===== src/hdl/gbox_pkg.sv =====
package gbox_pkg;

    // width of one beat on the narrow link
    localparam int NARROW_W = 8;

    // width of one word on the wide side
    localparam int WIDE_W = 32;

    // number of link beats that make up one word
    localparam int RATIO = WIDE_W / NARROW_W;

    // enough bits to count the slices of one word
    localparam int IDX_W = $clog2(RATIO);

    // one beat as it travels over the link
    typedef logic [NARROW_W-1:0] narrow_word_t;

    // one full word, slice 0 in the low bits
    typedef logic [WIDE_W-1:0] wide_word_t;

    // position of a slice inside a word
    typedef logic [IDX_W-1:0] slice_idx_t;

endpackage


===== src/hdl/stream_if.sv =====
`timescale 1ns/1ps

interface stream_if #(
    parameter int WIDTH = gbox_pkg::NARROW_W
);

    logic [WIDTH-1:0] data;
    logic             last;
    logic             val;
    logic             rdy;

    // the producer side drives the payload and the valid flag
    modport source (
        output data,
        output last,
        output val,
        input  rdy
    );

    // the consumer side only answers with ready
    modport sink (
        input  data,
        input  last,
        input  val,
        output rdy
    );

endinterface


===== src/hdl/gbox_link.sv =====
`timescale 1ns/1ps

module gbox_link (
    input  logic                  clk,
    input  logic                  rst,

    input  gbox_pkg::narrow_word_t rx_data_i,
    input  logic                  rx_last_i,
    input  logic                  rx_val_i,
    output logic                  rx_rdy_o,

    output gbox_pkg::wide_word_t  rx_word_o,
    output logic                  rx_word_last_o,
    output logic                  rx_word_val_o,
    input  logic                  rx_word_rdy_i,

    input  gbox_pkg::wide_word_t  tx_word_i,
    input  logic                  tx_word_last_i,
    input  logic                  tx_word_val_i,
    output logic                  tx_word_rdy_o,

    output gbox_pkg::narrow_word_t tx_data_o,
    output logic                  tx_last_o,
    output logic                  tx_val_o,
    input  logic                  tx_rdy_i
);

    import gbox_pkg::*;

    // receive path, narrow beats in and wide words out
    stream_if #(.WIDTH(NARROW_W)) rx_link ();
    stream_if #(.WIDTH(NARROW_W)) rx_beats ();
    stream_if #(.WIDTH(WIDE_W))   rx_words ();

    // transmit path, wide words in and narrow beats out
    stream_if #(.WIDTH(WIDE_W))   tx_link ();
    stream_if #(.WIDTH(WIDE_W))   tx_words ();
    stream_if #(.WIDTH(NARROW_W)) tx_beats ();

    assign rx_link.data = rx_data_i;
    assign rx_link.last = rx_last_i;
    assign rx_link.val  = rx_val_i;
    assign rx_rdy_o     = rx_link.rdy;

    skid_buffer #(.WIDTH(NARROW_W)) rx_skid (
        .clk (clk),
        .rst (rst),
        .up  (rx_link.sink),
        .dn  (rx_beats.source)
    );

    word_deserializer word_deserializer (
        .clk (clk),
        .rst (rst),
        .in  (rx_beats.sink),
        .out (rx_words.source)
    );

    assign rx_word_o      = rx_words.data;
    assign rx_word_last_o = rx_words.last;
    assign rx_word_val_o  = rx_words.val;
    assign rx_words.rdy   = rx_word_rdy_i;

    assign tx_link.data  = tx_word_i;
    assign tx_link.last  = tx_word_last_i;
    assign tx_link.val   = tx_word_val_i;
    assign tx_word_rdy_o = tx_link.rdy;

    skid_buffer #(.WIDTH(WIDE_W)) tx_skid (
        .clk (clk),
        .rst (rst),
        .up  (tx_link.sink),
        .dn  (tx_words.source)
    );

    word_serializer word_serializer (
        .clk (clk),
        .rst (rst),
        .in  (tx_words.sink),
        .out (tx_beats.source)
    );

    assign tx_data_o    = tx_beats.data;
    assign tx_last_o    = tx_beats.last;
    assign tx_val_o     = tx_beats.val;
    assign tx_beats.rdy = tx_rdy_i;

endmodule


===== src/hdl/skid_buffer.sv =====
`timescale 1ns/1ps

module skid_buffer #(
    parameter int WIDTH = gbox_pkg::NARROW_W
) (
    input  logic     clk,
    input  logic     rst,
    stream_if.sink   up,
    stream_if.source dn
);

    logic [WIDTH-1:0] store_data;
    logic             store_last;
    logic             store_val;
    logic             store_val_nx;
    logic             rdy_q;
    logic             up_take;
    logic             store_load;

    // a word is taken from upstream only while the registered ready is high
    assign up_take = up.val & rdy_q;

    // a live word that downstream refuses has to be parked in the store
    assign store_load = ~store_val & up_take & ~dn.rdy;

    always_comb begin
        store_val_nx = store_val;
        if (store_val) begin
            if (dn.rdy) begin
                store_val_nx = 1'b0;
            end
        end else if (store_load) begin
            store_val_nx = 1'b1;
        end
    end

    // ready follows the store one cycle later, so it stays low out of reset
    always_ff @(posedge clk) begin
        if (rst) begin
            store_val <= 1'b0;
            rdy_q     <= 1'b0;
        end else begin
            store_val <= store_val_nx;
            rdy_q     <= ~store_val_nx;
        end
    end

    always_ff @(posedge clk) begin
        if (store_load) begin
            store_data <= up.data;
            store_last <= up.last;
        end
    end

    assign up.rdy = rdy_q;

    // the stored word goes out before anything new from upstream
    assign dn.data = store_val ? store_data : up.data;
    assign dn.last = store_val ? store_last : up.last;
    assign dn.val  = store_val | up_take;

endmodule


===== src/hdl/word_deserializer.sv =====
`timescale 1ns/1ps

module word_deserializer (
    input  logic     clk,
    input  logic     rst,
    stream_if.sink   in,
    stream_if.source out
);

    import gbox_pkg::*;

    wide_word_t   acc_q;
    narrow_word_t beat_data;
    slice_idx_t   fill_idx;
    logic         out_val_q;
    logic         out_last_q;
    logic         advance;
    logic         beat;
    logic         close;

    // the output register may be reloaded when empty or being drained
    assign advance = ~out_val_q | out.rdy;

    // beats are accepted straight against the output stage
    assign beat = in.val & advance;

    assign beat_data = in.data;

    // a word closes on its fourth slice, or early when the beat carries last
    assign close = (fill_idx == slice_idx_t'(RATIO - 1)) | in.last;

    always_ff @(posedge clk) begin
        if (rst) begin
            fill_idx <= '0;
        end else if (beat) begin
            if (close) begin
                fill_idx <= '0;
            end else begin
                fill_idx <= fill_idx + 1'b1;
            end
        end
    end

    always_ff @(posedge clk) begin
        if (rst) begin
            out_val_q  <= 1'b0;
            out_last_q <= 1'b0;
        end else if (advance) begin
            out_val_q  <= beat & close;
            out_last_q <= beat & in.last;
        end
    end

    // slice 0 starts a new word, so the upper slices are cleared there
    always_ff @(posedge clk) begin
        if (beat) begin
            if (fill_idx == '0) begin
                acc_q <= wide_word_t'(beat_data);
            end else begin
                acc_q[fill_idx*NARROW_W +: NARROW_W] <= beat_data;
            end
        end
    end

    assign in.rdy   = advance;
    assign out.data = acc_q;
    assign out.last = out_last_q;
    assign out.val  = out_val_q;

endmodule


===== src/hdl/word_serializer.sv =====
`timescale 1ns/1ps

module word_serializer (
    input  logic     clk,
    input  logic     rst,
    stream_if.sink   in,
    stream_if.source out
);

    import gbox_pkg::*;

    wide_word_t shift_q;
    slice_idx_t slice_cnt;
    logic       out_val_q;
    logic       word_last_q;
    logic       final_slice;
    logic       slice_done;
    logic       take;

    assign final_slice = (slice_cnt == slice_idx_t'(RATIO - 1));

    // the current slice leaves on this edge
    assign slice_done = out_val_q & out.rdy;

    // a new word may load while idle or as the last slice of the previous one leaves
    assign in.rdy = ~out_val_q | (out.rdy & final_slice);

    assign take = in.val & in.rdy;

    always_ff @(posedge clk) begin
        if (rst) begin
            out_val_q   <= 1'b0;
            slice_cnt   <= '0;
            word_last_q <= 1'b0;
        end else if (take) begin
            out_val_q   <= 1'b1;
            slice_cnt   <= '0;
            word_last_q <= in.last;
        end else if (slice_done) begin
            if (final_slice) begin
                out_val_q <= 1'b0;
            end else begin
                slice_cnt <= slice_cnt + 1'b1;
            end
        end
    end

    // slices leave from the low end of the shift register
    always_ff @(posedge clk) begin
        if (take) begin
            shift_q <= in.data;
        end else if (slice_done & ~final_slice) begin
            shift_q <= shift_q >> NARROW_W;
        end
    end

    assign out.data = shift_q[NARROW_W-1:0];
    assign out.val  = out_val_q;

    // last only marks the closing slice of a word that came in with last
    assign out.last = word_last_q & final_slice;

endmodule


===== config.mk =====
export PLATFORM = sky130hd
export DESIGN_NAME = gbox_link
export DESIGN_NICKNAME = d
export VERILOG_FILES = /design/src/hdl/gbox_pkg.sv /design/src/hdl/stream_if.sv /design/src/hdl/gbox_link.sv /design/src/hdl/skid_buffer.sv /design/src/hdl/word_deserializer.sv /design/src/hdl/word_serializer.sv
export SDC_FILE = /design/constraint.sdc
export NUM_CORES = 1
export LEC_CHECK = 0
export BUFFER_PORTS_ARGS = -buffer_cell sky130_fd_sc_hd__buf_2
export CORE_ASPECT_RATIO = 1.75
export CORE_UTILIZATION = 35
export DETAILED_ROUTE_END_ITERATION = 8
export PLACE_DENSITY = 0.6
export SLEW_MARGIN = 20
export SYNTH_ARGS = -nofsm -noshare
export SYNTH_HDL_FRONTEND = slang
export SYNTH_HIERARCHICAL = 1
export SYNTH_SLANG_ARGS = --single-unit
export TNS_END_PERCENT = 1

===== constraint.sdc =====
create_clock -name clk -period 5.4 [get_ports clk]
set_input_delay 1.35 -clock clk [delete_from_list [all_inputs] [get_ports clk]]
set_output_delay 1.35 -clock clk [all_outputs]
set_load 0.05 [all_outputs]

==> metrics <==
first-pass GRT wire length 17900 um; DR WL met3 684 um; pin count of the biggest net entering global routing 36; area of the multi-input gates 1850 um^2; CP Capture Type register; final hold viol count 0; Hold-fix buffers, CTS 0; CP startpoint kind input port; Vias/cell 4.88; Synth Flop Type edfxtp_1; die area 16300 um^2; Iteration-0 DRC Markers 130; EDFF count, synth 106; CTS clk-pin slew, worst paths 60 ps; clock buffer depth 2; cell leakage power 2.58 nW; Syn Area/Cell 15.7 um^2; Detail Route met2 WL 5940 um; post-CTS setup buffer count 0; register area share after synthesis 0.619; fillers 1387; H-tree depth 4; worst path cell trace buf_2 -> a21boi_2 -> inv_4 -> nor3_2 -> buf_4; worst slack, placed 1880 ps; synthesized cell area 5530 um^2; period utilisation layout 0.537; via count 3120; cell at the slowest stage of the critical path nor3_2; Max-slew headroom 0.421; Buffers & Inverters on Critical Path 3; via count of the first global-routing pass 3444; sequential standard cell area 3430 um^2; Routed Antenna Nets 0; Final Max Slew Viols 0; synthesized net count 408; share of layout cells above drive strength 1 0.446; worst slew pin tran 864 ps; Fmax 345 MHz; peak supply drop 230 uV; Synth top area share 0.575; crit path DAT 2970 ps; cts bufs inserted 17; post-layout net count 495; clk_skew 6.85 ps; Syn. warnings 6; Worst Hold Slack 496 ps; post-synthesis cell type count 37; final worst slack 2500 ps; Rows 60; ant diodes 0; outcome finished, final reports clean; RSZ-0062 raised after global routing false; Sink Count 118; CTS tree done; Crit Path Class in -> reg; DR WL/cell 17.5 um; Buffers on Ports 93; final worst path period need 2900 ps; commonest non-fill, non-tap cell in the layout edfxtp_1; Fin Setup TNS 0 ps; Critical Path Fanout Max 23; cell family contributing the most delay on the critical path simple AND/OR/NAND/NOR gates; Synth Instances 353; final wirelength 11200 um; area delta synth->final 18.8%; starting density of the core 0.359; total gr overflow 0; wl on met1 4140 um; core area 15400 um^2; Total GRT Usage 0.145; commonest non-fill, non-tap cells in the layout edfxtp_1, buf_2, mux2_4; First-pass DRT Iterations 4; die width 97.0 um; synth top area cells edfxtp_1, mux2_4, dfxtp_1; hpwl dp 7910 um; # DRC 0; Ports 94; clock latency on the worst-skew pair 400 ps; chip height 168 um; Critical Path RT 5470 ps; post_cts resized 0; pwr dens 359 nW/um^2; top layer in use met5; GP Congestion 0.757; biggest area consumer among synthesized cells edfxtp_1; Max Cap Viol 0; share of flip-flops with an asynchronous set or reset 0; Hold Path Class reg -> reg; Yosys reg bits 118; initial antenna violation count 2; CTS root buf clkbuf_16; Final setup violation count 0; slowest cell delay on critical path 720 ps
==> where the power goes <==
group | internal [W] | total [W] | switching [W]
Combinational | 0.0000960 | 0.000248 | 0.000152
Sequential | 0.00105 | 0.00107 | 0.0000184
Clock | 0.000633 | 0.00104 | 0.000410
Total | 0.00178 | 0.00236 | 0.000580
==> path summary, 6_finish.rpt <==
| kind | start | end | slack, ps | depth (start not counted) |
|---|---|---|---|---|
| max | tx_rdy_i | tx_skid/store_data[2]$_DFFE_PP_ | 2500 | 5 |
| min | word_deserializer/out.last$_SDFFE_PP0N_ | word_deserializer/out.last$_SDFFE_PP0N_ | 500 | 2 |
| max reg2reg | word_serializer/slice_cnt[0]$_SDFFE_PP0P_ | tx_skid/store_data[2]$_DFFE_PP_ | 2980 | 5 |
| min reg2reg | word_deserializer/out.last$_SDFFE_PP0N_ | word_deserializer/out.last$_SDFFE_PP0N_ | 500 | 2 |
==> per-layer routing <==
layer / vias to the layer above / global-route usage
met2: 108 / 0.258
met4: 2 / 0.0805
li1: 1485 / -
met3: 29 / 0.0502
met5: - / 0
met1: 1496 / 0.147
==> worst min-delay path: cells and delay by family, from the launching register on <==
family | cells | cell delay [ps]
DFF | 1 | 310
and+or+nand+nor | 1 | 80
AOI/OAI and AO/OA | 1 | 50
==> cell families after synthesis <==
kind of cell / synth area share
DFF: 0.619
adders and majority gates: 0.0158
and+or+nand+nor: 0.0975
buffers and inverters: 0.0495
xor gates and xnor gates: 0.00158
AOI/OAI and AO/OA: 0.0418
muxes: 0.175
==> flip-flops by register name, summed over array words and instances, names as in the netlist, 2 cells and up <==
signal and cells:
tx_skid/store_data 32, word_deserializer/out.data 32, word_serializer/shift_q 32, rx_skid/store_data 8, word_deserializer/fill_idx 2, word_serializer/slice_cnt 2
==> per-stage QoR <==
stage               area (um^2)  power [W]  cells   util
detailed placement         6000    0.00134    607  0.390
global route               6570    0.00245    639  0.427
global placement           6000    0.00133    607  0.390
finish                     6570    0.00236    639  0.427
CTS                        6560    0.00239    639  0.426
floorplan                  5530    0.00128    353      -
==> cell usage after synthesis (all sizes together) (2+ instances only) <==
cell type and n:
a21o 2, a21oi 30, and2 11, and3 9, buf 24, clkbuf 3, dfxtp 12, edfxtp 106
ha 7, inv 6, mux2 66, nand2 4, nand2b 25, nand3 28, nand3b 2, nor3 4
nor3b 2, o21ai 2, o31ai 2
==> cell type report <==
cell class | count | area share
sequential | 118 | 0.522
multi-input combinational | 202 | 0.281
timing repair buffer | 95 | 0.0731
clock buffer | 17 | 0.0647
tap | 186 | 0.0354
clock inverter | 15 | 0.0198
inverter | 6 | 0.00381
(Power assumes the default switching activity.)
